===== config.mk =====
export PLATFORM = sky130hd
export DESIGN_NAME = sample_generator
export DESIGN_NICKNAME = d
export VERILOG_FILES = /design/src/rtl/dac_gen_pkg.sv /design/src/rtl/batch_pipe.sv /design/src/rtl/burst_halt.sv /design/src/rtl/gen_cmd_regs.sv /design/src/rtl/lfsr_lane.sv /design/src/rtl/sample_generator.sv /design/src/rtl/triangle_batch.sv
export SDC_FILE = /design/constraint.sdc
export NUM_CORES = 1
export LEC_CHECK = 0
export BUFFER_PORTS_ARGS = -buffer_cell sky130_fd_sc_hd__buf_2
export CORE_UTILIZATION = 45
export CTS_CLUSTER_SIZE = 28
export DETAILED_ROUTE_END_ITERATION = 8
export PLACE_DENSITY_LB_ADDON = 0.12
export SYNTH_ARGS = -nofsm -noshare
export SYNTH_HDL_FRONTEND = slang
export SYNTH_SLANG_ARGS = --single-unit

===== constraint.sdc =====
create_clock -name clk -period 4.36 [get_ports clk]
set_input_delay 0.436 -clock clk [delete_from_list [all_inputs] [get_ports clk]]
set_output_delay 0.436 -clock clk [all_outputs]
set_load 0.1 [all_outputs]

===== src/rtl/dac_gen_pkg.sv =====
package dac_gen_pkg;

	// ========================================================================
	// sizes
	// ========================================================================
	localparam int SAMPLE_WIDTH   = 16;
	localparam int BATCH_SIZE     = 4;
	localparam int BATCH_WIDTH    = SAMPLE_WIDTH * BATCH_SIZE;
	localparam int CMD_WIDTH      = 3;
	localparam int FULL_CMD_WIDTH = CMD_WIDTH + BATCH_WIDTH;
	localparam int BS_WIDTH       = 16;
	localparam int DAC_STAGES     = 5;

	// ========================================================================
	// command layout
	// ========================================================================
	// seed field sits directly above the control bits
	localparam int CMD_TRI_BIT  = 0;
	localparam int CMD_RAND_BIT = 1;
	localparam int CMD_HALT_BIT = 2;

	// ========================================================================
	// source constants
	// ========================================================================
	// galois feedback mask, maximal length for 16 bits
	localparam logic [SAMPLE_WIDTH-1:0] LFSR_TAPS = 16'hB400;

	// all-zero state locks the register
	localparam logic [SAMPLE_WIDTH-1:0] LFSR_ZERO_SEED = 16'd1;

	// multiple of BATCH_SIZE so the base lands on it exactly
	localparam logic [SAMPLE_WIDTH-1:0] TRI_PEAK = 16'hFFF0;

endpackage


===== src/rtl/batch_pipe.sv =====
`timescale 1ns/1ps

module batch_pipe
	import dac_gen_pkg::*;
(
	input  logic                   clk,
	input  logic                   rst,
	input  logic                   advance,
	input  logic                   in_valid,
	input  logic [BATCH_WIDTH-1:0] in_batch,
	output logic                   tail_valid,
	output logic [BATCH_WIDTH-1:0] tail_batch
);

	logic [DAC_STAGES-1:0]  valid_q;
	logic [BATCH_WIDTH-1:0] batch_q [DAC_STAGES];

	// ========================================================================
	// valid bits
	// ========================================================================
	always_ff @(posedge clk) begin
		if (rst) begin
			valid_q <= '0;
		end else if (advance) begin
			valid_q <= {valid_q[DAC_STAGES-2:0], in_valid};
		end
	end

	// ========================================================================
	// payload
	// ========================================================================
	// holds still while the DAC stalls
	always_ff @(posedge clk) begin
		if (advance) begin
			batch_q[0] <= in_batch;
			for (int i = 1; i < DAC_STAGES; i++) begin
				batch_q[i] <= batch_q[i-1];
			end
		end
	end

	assign tail_valid = valid_q[DAC_STAGES-1];
	assign tail_batch = batch_q[DAC_STAGES-1];

endmodule


===== src/rtl/burst_halt.sv =====
`timescale 1ns/1ps

module burst_halt
	import dac_gen_pkg::*;
(
	input  logic                clk,
	input  logic                rst,
	input  logic                ps_halt,
	input  logic                delivered,
	input  logic                tail_valid,
	input  logic [BS_WIDTH-1:0] dac_bs,
	output logic                halt_state
);

	typedef enum logic {IDLE, HALT} state_t;

	state_t              state;
	logic [BS_WIDTH-1:0] burst_cnt;

	always_ff @(posedge clk) begin
		if (rst) begin
			state     <= IDLE;
			burst_cnt <= '0;
		end else begin
			case (state)
				IDLE: begin
					if (ps_halt) begin
						state <= HALT;
					end else if (delivered && dac_bs != '0) begin
						// last batch of the burst
						if (burst_cnt == dac_bs - BS_WIDTH'(1)) begin
							state <= HALT;
						end
						burst_cnt <= burst_cnt + BS_WIDTH'(1);
					end
				end
				HALT: begin
					// wait for the pipe tail to empty
					if (!tail_valid) begin
						state     <= IDLE;
						burst_cnt <= '0;
					end
				end
				default: state <= IDLE;
			endcase
		end
	end

	assign halt_state = (state == HALT);

endmodule


===== src/rtl/gen_cmd_regs.sv =====
`timescale 1ns/1ps

module gen_cmd_regs
	import dac_gen_pkg::*;
(
	input  logic                      clk,
	input  logic                      rst,
	input  logic [FULL_CMD_WIDTH-1:0] ps_cmd,
	input  logic                      valid_ps_cmd,
	input  logic                      halt,
	output logic                      run_rand,
	output logic                      run_tri,
	output logic                      set_seeds,
	output logic                      ps_halt,
	output logic [BATCH_WIDTH-1:0]    rand_seed
);

	logic [CMD_WIDTH-1:0]   cmd_ctrl;
	logic [BATCH_WIDTH-1:0] cmd_seed;
	logic                   seed_cmd;

	assign cmd_ctrl = ps_cmd[CMD_WIDTH-1:0];
	assign cmd_seed = ps_cmd[CMD_WIDTH +: BATCH_WIDTH];
	assign seed_cmd = valid_ps_cmd && cmd_ctrl[CMD_RAND_BIT];

	// ========================================================================
	// control flags
	// ========================================================================
	always_ff @(posedge clk) begin
		if (rst || halt) begin
			run_tri  <= 1'b0;
			run_rand <= 1'b0;
			ps_halt  <= 1'b0;
		end else if (valid_ps_cmd) begin
			run_tri  <= cmd_ctrl[CMD_TRI_BIT];
			run_rand <= cmd_ctrl[CMD_RAND_BIT];
			ps_halt  <= cmd_ctrl[CMD_HALT_BIT];
		end
	end

	// ========================================================================
	// seeds
	// ========================================================================
	always_ff @(posedge clk) begin
		if (rst || halt) begin
			rand_seed <= '0;
		end else if (seed_cmd) begin
			rand_seed <= cmd_seed;
		end
	end

	// one cycle, lines up with the new rand_seed
	always_ff @(posedge clk) begin
		if (rst || halt) begin
			set_seeds <= 1'b0;
		end else begin
			set_seeds <= seed_cmd;
		end
	end

endmodule


===== src/rtl/lfsr_lane.sv =====
`timescale 1ns/1ps

module lfsr_lane
	import dac_gen_pkg::*;
(
	input  logic                    clk,
	input  logic                    rst,
	input  logic [SAMPLE_WIDTH-1:0] seed,
	input  logic                    run,
	output logic [SAMPLE_WIDTH-1:0] sample_out
);

	logic [SAMPLE_WIDTH-1:0] state;
	logic [SAMPLE_WIDTH-1:0] state_next;

	// right shift, taps folded in when a one drops out
	always_comb begin
		if (state[0]) begin
			state_next = (state >> 1) ^ LFSR_TAPS;
		end else begin
			state_next = state >> 1;
		end
	end

	always_ff @(posedge clk) begin
		if (rst) begin
			state <= (seed == '0) ? LFSR_ZERO_SEED : seed;
		end else if (run) begin
			state <= state_next;
		end
	end

	assign sample_out = state;

endmodule


===== src/rtl/sample_generator.sv =====
`timescale 1ns/1ps

module sample_generator
	import dac_gen_pkg::*;
(
	input  logic                      clk,
	input  logic                      rst,
	input  logic [FULL_CMD_WIDTH-1:0] ps_cmd,
	input  logic                      valid_ps_cmd,
	input  logic                      dac_rdy,
	input  logic [BS_WIDTH-1:0]       dac_bs,
	output logic [BATCH_WIDTH-1:0]    dac_batch,
	output logic                      valid_dac_batch
);

	logic                   run_rand;
	logic                   run_tri;
	logic                   set_seeds;
	logic                   ps_halt;
	logic                   halt_state;
	logic                   halt;
	logic                   src_rst;
	logic                   out_en;
	logic [BATCH_WIDTH-1:0] rand_seed;
	logic [BATCH_WIDTH-1:0] rand_batch;
	logic [BATCH_WIDTH-1:0] tri_batch;
	logic                   pipe_valid;
	logic [BATCH_WIDTH-1:0] pipe_batch;
	logic                   tail_valid;
	logic [BATCH_WIDTH-1:0] tail_batch;

	assign halt    = ps_halt || halt_state;
	assign src_rst = rst || set_seeds || halt;

	gen_cmd_regs cmd_regs_i (
		.clk         (clk),
		.rst         (rst),
		.ps_cmd      (ps_cmd),
		.valid_ps_cmd(valid_ps_cmd),
		.halt        (halt),
		.run_rand    (run_rand),
		.run_tri     (run_tri),
		.set_seeds   (set_seeds),
		.ps_halt     (ps_halt),
		.rand_seed   (rand_seed)
	);

	// ========================================================================
	// sources
	// ========================================================================
	for (genvar i = 0; i < BATCH_SIZE; i++) begin : g_lfsr
		lfsr_lane lfsr_i (
			.clk       (clk),
			.rst       (src_rst),
			.seed      (rand_seed[i*SAMPLE_WIDTH +: SAMPLE_WIDTH]),
			.run       (run_rand && dac_rdy),
			.sample_out(rand_batch[i*SAMPLE_WIDTH +: SAMPLE_WIDTH])
		);
	end

	triangle_batch tri_i (
		.clk      (clk),
		.rst      (src_rst),
		.run      (run_tri && dac_rdy),
		.batch_out(tri_batch)
	);

	// random wins if both flags are set
	always_comb begin
		pipe_valid = 1'b0;
		pipe_batch = '0;
		if (!set_seeds && !halt) begin
			if (run_rand) begin
				pipe_valid = 1'b1;
				pipe_batch = rand_batch;
			end else if (run_tri) begin
				pipe_valid = 1'b1;
				pipe_batch = tri_batch;
			end
		end
	end

	// ========================================================================
	// output pipe and burst control
	// ========================================================================
	batch_pipe pipe_i (
		.clk       (clk),
		.rst       (rst),
		.advance   (dac_rdy),
		.in_valid  (pipe_valid),
		.in_batch  (pipe_batch),
		.tail_valid(tail_valid),
		.tail_batch(tail_batch)
	);

	burst_halt burst_i (
		.clk       (clk),
		.rst       (rst),
		.ps_halt   (ps_halt),
		.delivered (valid_dac_batch),
		.tail_valid(tail_valid),
		.dac_bs    (dac_bs),
		.halt_state(halt_state)
	);

	// batches still draining during a halt are dropped here
	assign out_en          = tail_valid && dac_rdy && !halt;
	assign valid_dac_batch = out_en;
	assign dac_batch       = out_en ? tail_batch : '0;

endmodule


===== src/rtl/triangle_batch.sv =====
`timescale 1ns/1ps

module triangle_batch
	import dac_gen_pkg::*;
(
	input  logic                   clk,
	input  logic                   rst,
	input  logic                   run,
	output logic [BATCH_WIDTH-1:0] batch_out
);

	logic [SAMPLE_WIDTH-1:0] base;
	logic                    rising;

	// base walks by a full batch per advance
	// turning points chosen so no lane leaves [0, TRI_PEAK]
	always_ff @(posedge clk) begin
		if (rst) begin
			base   <= '0;
			rising <= 1'b1;
		end else if (run) begin
			if (rising) begin
				if (base == TRI_PEAK - SAMPLE_WIDTH'(BATCH_SIZE)) begin
					base   <= TRI_PEAK;
					rising <= 1'b0;
				end else begin
					base <= base + SAMPLE_WIDTH'(BATCH_SIZE);
				end
			end else begin
				if (base == SAMPLE_WIDTH'(BATCH_SIZE)) begin
					base   <= '0;
					rising <= 1'b1;
				end else begin
					base <= base - SAMPLE_WIDTH'(BATCH_SIZE);
				end
			end
		end
	end

	// lane i is i steps away from base in the current direction
	for (genvar i = 0; i < BATCH_SIZE; i++) begin : g_lane
		assign batch_out[i*SAMPLE_WIDTH +: SAMPLE_WIDTH] = rising
			? base + SAMPLE_WIDTH'(i)
			: base - SAMPLE_WIDTH'(i);
	end

endmodule


# After elaboration in Yosys (flattened, before gate mapping)
# Memory sizes are Yosys's and may differ from the RTL's.
# Cells that the tools add are included.
dict set report op_classes {
  add_sub_neg 10
  muxes 43
  eq_ne 6
  n_reduce_logical 20
  n_bitwise 5
}
# op n
set ops {}
lappend ops {{$mux W16} 25}
lappend ops {{$mux W64} 4}
lappend ops {{$logic_not A16 Y1} 4}
lappend ops {{$add A16 B1 Y16 const B} 2}
lappend ops {{$add A16 B2 Y16 const B} 2}
lappend ops {{$pmux W16 S2} 1}
lappend ops {{$sub A16 B1 Y16 const B} 2}
lappend ops {{$sub A16 B2 Y16 const B} 2}
lappend ops {{$add A16 B3 Y16 const B} 1}
lappend ops {{$eq A16 B16 Y1} 1}
lappend ops {{$eq A16 B16 Y1 const B} 1}
lappend ops {{$eq A16 B3 Y1 const B} 1}
lappend ops {{$not A3 Y4} 4}
lappend ops {{$reduce_bool A16 Y1} 1}
lappend ops {{$sub A16 B3 Y16 const B} 1}
lappend ops {{$mux W1} 12}
lappend ops {{$logic_and A1 B1 Y1} 7}
lappend ops {{$logic_or A1 B1 Y1} 4}
lappend ops {{$ne A2 B2 Y1 const B} 2}
lappend ops {{$reduce_and A3 Y1} 1}
lappend ops {{$logic_not A1 Y1} 2}
lappend ops {{$ne A2 B1 Y1 const B} 1}
lappend ops {{$pmux W1 S2} 1}
lappend ops {{$reduce_bool A2 Y1} 1}
lappend ops {{$not A1 Y1} 1}
dict set report totals {
  wordCells 99
  reg_bits 171
  input_bits 87
  mem_count 1
  output_inout_bits 65
  ram_bits 320
}
# name words width read_ports rd_ports_with_merged_regs write_ports line_no
set mem_list {}
lappend mem_list {pipe_i.batch_q 5 64 5 0 5 batch_pipe.sv:16} ;# logic [BATCH_WIDTH-1:0] batch_q [DAC_STAGES];

# Longest topological paths before layout
dict set report logic_depth {
  ltp_word 7
  ltp_mapped 11
  depth_no_buf 9
}

# Cells and area by module
# From an unflattened synthesis, not the netlist that was laid out.
dict set report hier_totals {
  cells_unflattened 1681
  hier_area_um2 21835.9
}
# module n_inst seq_area_each_um2 cells_each area_each_um2
set modules_own_cells {}
lappend modules_own_cells {batch_pipe 1 9709.3 400 10269.8}
lappend modules_own_cells {lfsr_lane 4 480.5 48 757.0}
lappend modules_own_cells {gen_cmd_regs 1 1361.3 306 2987.9}
lappend modules_own_cells {triangle_batch 1 300.3 311 2362.3}
lappend modules_own_cells {sample_generator 1 0.0 299 1830.5}
lappend modules_own_cells {burst_halt 1 340.3 173 1357.6}

# Worst setup path before layout
# Ideal clock, no wire load.
dict set report synth_timing {
  path_kind {input to register}
  from {input port rst}
  to {register g_lfsr[0].lfsr_i.state[0], enable pin}
  path_buffers 3
  path_stages 6
  setup_ns 0.688
  path_slack_ns 0.914
  required_ns 3.672
  arrival_ns 2.758
  cell_sequence {clkbuf_1 or3_1 clkbuf_1 nor2_1 clkbuf_1 nand2_1}
}
dict set report synth_between {
  elab_chain_len 3
}
# element line_no
set synth_lines {}
lappend synth_lines {{start: declaration} sample_generator.sv:7} ;# input logic rst,
lappend synth_lines {{$logic_or A1 B1 Y1 (2 in a row)} sample_generator.sv:33} ;# assign src_rst = rst || set_seeds || halt;
lappend synth_lines {{$reduce_bool A2 Y1 (no line)} n/a}
lappend synth_lines {{end signal: assignment} lfsr_lane.sv:27} ;# state <= (seed == '0) ? LFSR_ZERO_SEED : seed;
lappend synth_lines {{end signal: assignment} lfsr_lane.sv:29} ;# state <= state_next;
lappend synth_lines {{end: declaration} lfsr_lane.sv:13} ;# logic [SAMPLE_WIDTH-1:0] state;
# No other way between the ends.
# A chain may end at the register's enable or synchronous reset.

# Final worst setup path
dict set report layout_timing {
  from {register burst_i.state (netlist: burst_i.halt_state)}
  to {output port dac_batch[32]}
}
dict set report layout_between {
  elab_chain_len 4
}
# element line_no
set layout_lines {}
lappend layout_lines {{start: declaration} burst_halt.sv:17} ;# state_t state;
lappend layout_lines {{start signal: assignment} burst_halt.sv:22} ;# state <= IDLE;
lappend layout_lines {{start signal: assignment} burst_halt.sv:28} ;# state <= HALT;
lappend layout_lines {{start signal: assignment} burst_halt.sv:32} ;# state <= HALT;
lappend layout_lines {{$logic_or A1 B1 Y1} sample_generator.sv:32} ;# assign halt = ps_halt || halt_state;
lappend layout_lines {{$logic_not A1 Y1} sample_generator.sv:107} ;# assign out_en = tail_valid && dac_rdy && !halt;
lappend layout_lines {{$logic_and A1 B1 Y1} sample_generator.sv:107}
lappend layout_lines {{$mux W64} sample_generator.sv:109} ;# assign dac_batch = out_en ? tail_batch : '0;
lappend layout_lines {{end: declaration} sample_generator.sv:12} ;# output logic [BATCH_WIDTH-1:0] dac_batch,
# No other way between the ends.

==> reports/results.tsv <==
stage	metric	value	unit
floorplan	die area	44000	µm²
floorplan	Std-Cell Rows	75	
drt	Routed WL per cell	17.5	µm
sta	Slew Viols, Final	0	
drt	vias per cell	5.18	
drt	Vias	11900	
floorplan	Die W	210	µm
power	total power	10400	µW
synth	number of synthesized flops with an enable pin	384	
clock_tree	clk buf depth	3	
worst_setup_path	Setup crit end kind	output pin	
worst_setup_path	Worst Path Arrival	2.93	ns
synth	ys async rst share	0	
sta	minimum clock period	3.36	ns
place	DP Wirelength	27100	µm
clock_tree	total clock sinks	489	
finish	layout cell share with drive strength beyond 1	0.147	
finish	Syn-to-layout area delta	15.4	%
clock_tree	CTS root buffer	clkbuf_16	
worst_setup_path	WP data required	3.92	ns
synth	Post-Syn Area	19400	µm²
synth	Synth Flop Type	edfxtp_1	
clock_tree	Post-CTS Resized	0	
sta	Worst-Margin Slew	1.18	ns
place	placed cell areas	20700	µm²
place	I/O Buffers	151	
global_routing	first-pass GRT wire length	63500	µm
clock_tree	TritonCTS buffer count	50	
clock_tree	Hold Buf Count CTS	0	
clock_tree	clock slew at reported path FFs	0.06	ns
finish	fin cells	2300	
power	Lkg Pwr	0.00854	µW
sta	Final Hold Viols	0	
worst_setup_path	crit path kind	register to output pin	
worst_setup_path	Setup crit start kind	register	
sta	RSZ-0062 raised after global routing	no	
sta	f_max	297	MHz
synth	synth top area cells	edfxtp_1 59%, dfxtp_1 11%, nand2_1 7.3%	
synth	Synth Instances	1584	
synth	top-area cell type share of the netlist area	0.593	
global_routing	vias in the first global route	11400	
sta	relative slew slack	0.208	
finish	Layout Nets	1827	
clock_tree	htree depth	2	
place	dpl ws	1.43	ns
global_routing	pin count of the biggest net entering global routing	85	
clock_tree	CTS tree	done	
drt	1st-pass router iterations	5	
sta	Final Cycle Share	0.771	
sta	crit path setup slack, layout	0.998	ns
global_routing	initial antenna violation count	0	
clock_tree	Clock Latency Late Sink	0.59	ns
floorplan	die height	210	µm
clock_tree	Post-CTS Setup Bufs	0	
floorplan	core area	42200	µm²
synth	Synth Area per Inst	12.3	µm²
synth	Netlist cell types	66	
job	number of max-cap violations	0	
drt	DRT iter0 DRCs	810	
run_status	outcome	complete, no violations	
sta	total negative slack	0	ns
finish	design area	22400	µm²
power	Power Dens Cells	463	nW/µm²
drt	Residual DRC	0	
sta	Setup violations, final	0	
floorplan	starting density of the core	0.460	
drt	Post-DRT Antenna Nets	0	
hold_path	HP Class	input port to register	
drt	Routed WL	40100	µm
worst_setup_path	Crit Path Max Fanout	68	
synth	sequential cell area fraction in the yosys report	0.702	
global_routing	GRT Overall Usage	0.185	
place	placed cells	2205	
floorplan	Boundary Pins	152	
global_routing	grt ovf	0	
sta	clk_skew	0.0123	ns
synth	Seq cells post-synth	489	
synth	Yosys warning count	0	
synth	area leader, netlist	edfxtp_1	
place	RD Place Congestion	0.828	
power	peak supply drop	0.282	mV
-- sequential cells by signal, summed over array words and instances, names as in the netlist --
name and cells:
cmd_regs_i.rand_seed 64, cmd_regs_i.set_seeds 1, pipe_i.batch_q 320, burst_i.halt_state 1, cmd_regs_i.ps_halt 1, tri_i.rising 1, pipe_i.valid_q 5, cmd_regs_i.run_tri 1
tri_i.base 14, burst_i.burst_cnt 16, g_lfsr.lfsr_i.sample_out 64, cmd_regs_i.run_rand 1
-- synth_stat cells, types with 4 or more instances --
| master | n |
|---|---|
| ha_1 | 20 |
| a41oi_1 | 5 |
| and2_1 | 69 |
| o21ai_0 | 65 |
| a21o_1 | 9 |
| inv_1 | 13 |
| nand4_1 | 14 |
| nand2_1 | 377 |
| buf_1 | 8 |
| dfxtp_1 | 105 |
| clkbuf_1 | 75 |
| xnor2_1 | 50 |
| a31oi_1 | 4 |
| nor4_1 | 22 |
| xor2_1 | 19 |
| mux2i_1 | 6 |
| edfxtp_1 | 384 |
| a211o_1 | 4 |
| o21a_1 | 4 |
| or3_1 | 9 |
| nand3_1 | 21 |
| a22o_1 | 18 |
| nor2_1 | 54 |
| and3_1 | 7 |
| nor3_1 | 26 |
| nand2b_1 | 10 |
| a21oi_1 | 117 |
-- final cells by class --
class	instances	area (µm²)
clock buffers	63	1350
multi-input cells	997	5450
diodes	1	2.50
inverters	15	56.3
flip-flops and latches	489	13600
well taps	539	674
clock inverters	31	350
fillers	3683	19800
repair buffers	165	896
-- placed cells by master, fill, tap and decap left out, drive strengths merged, types with 3 or more instances in the layout --
master and n:
a41oi 5, a22o 18, nand3 21, xor2 19, inv 16, nor3 28, clkinv 20, a221oi 3
a21oi 117, a211o 4, or3 9, nor2 55, mux2i 6, or4 5, nor4b 3, clkbuf 63
o22ai 3, o31ai 3, xnor2 50, bufinv 7, nor2b 3, and3 7, and2 70, nor4 23
and4 3, clkinvlp 3, edfxtp 384, a21o 9, nand3b 3, buf 165, nor3b 3, nand2b 10
a211oi 3, nand4 14, dfxtp 105, a31oi 4, o21ai 65, ha 20, nand2 377, o21a 4
-- report_power, final --
group	internal (µW)	switching, µW	leakage [µW]
Clock	2620	1730	0.000831
Combinational	163	324	0.00298
Sequential	5390	153	0.00473
Total	8170	2210	0.00854
-- worst paths after layout --
path	slack [ns]	start	cells after the start	endpoint
worst max register to register	1.43	tri_i.base[3]	8	pipe_i.batch_q[0][60]
worst max-delay path	1.0	burst_i.halt_state	4	dac_batch[32]
worst min register to register	0.41	pipe_i.batch_q[0][214]	0	pipe_i.batch_q[0][278]
worst min-delay path	0.08	ps_cmd[55]	3	cmd_regs_i.rand_seed[52]
-- kinds of logic after synthesis --
family	after synthesis	synth area share
AO/OA/AOI/OAI	260	0.0802
XOR/XNOR	69	0.0311
adder cells (fa/ha/maj)	22	0.0149
buffers and inverters	99	0.0192
flip-flops	489	0.702
multiplexers	6	0.00309
other	1	0.000193
AND/OR/NAND/NOR	638	0.150
-- through the flow --
stage / hold WS, ns / utilization
after floorplan: 0.400 / -
after global routing: 0.0692 / 0.531
after detailed placement: 0.405 / 0.490
after global placement: 0.401 / 0.490
final: 0.0848 / 0.531
after CTS: 0.0476 / 0.531
-- layer usage --
metal | GRT usage | vias to the layer above | routed length [µm]
met5 | 0 | - | 0
met4 | 0.0597 | 0 | 978
met3 | 0.0323 | 70 | 1970
met2 | 0.270 | 293 | 17000
met1 | 0.280 | 5622 | 20200
li1 | - | 5939 | -
-- worst max-delay path: stages, from the launching register on --
cell     delay (ns)
dfxtp_1        0.37
nor2_1         0.36
and3_2         0.88
and2_1         0.24
buf_2          0.43
Power figures use the tool's default switching activity.
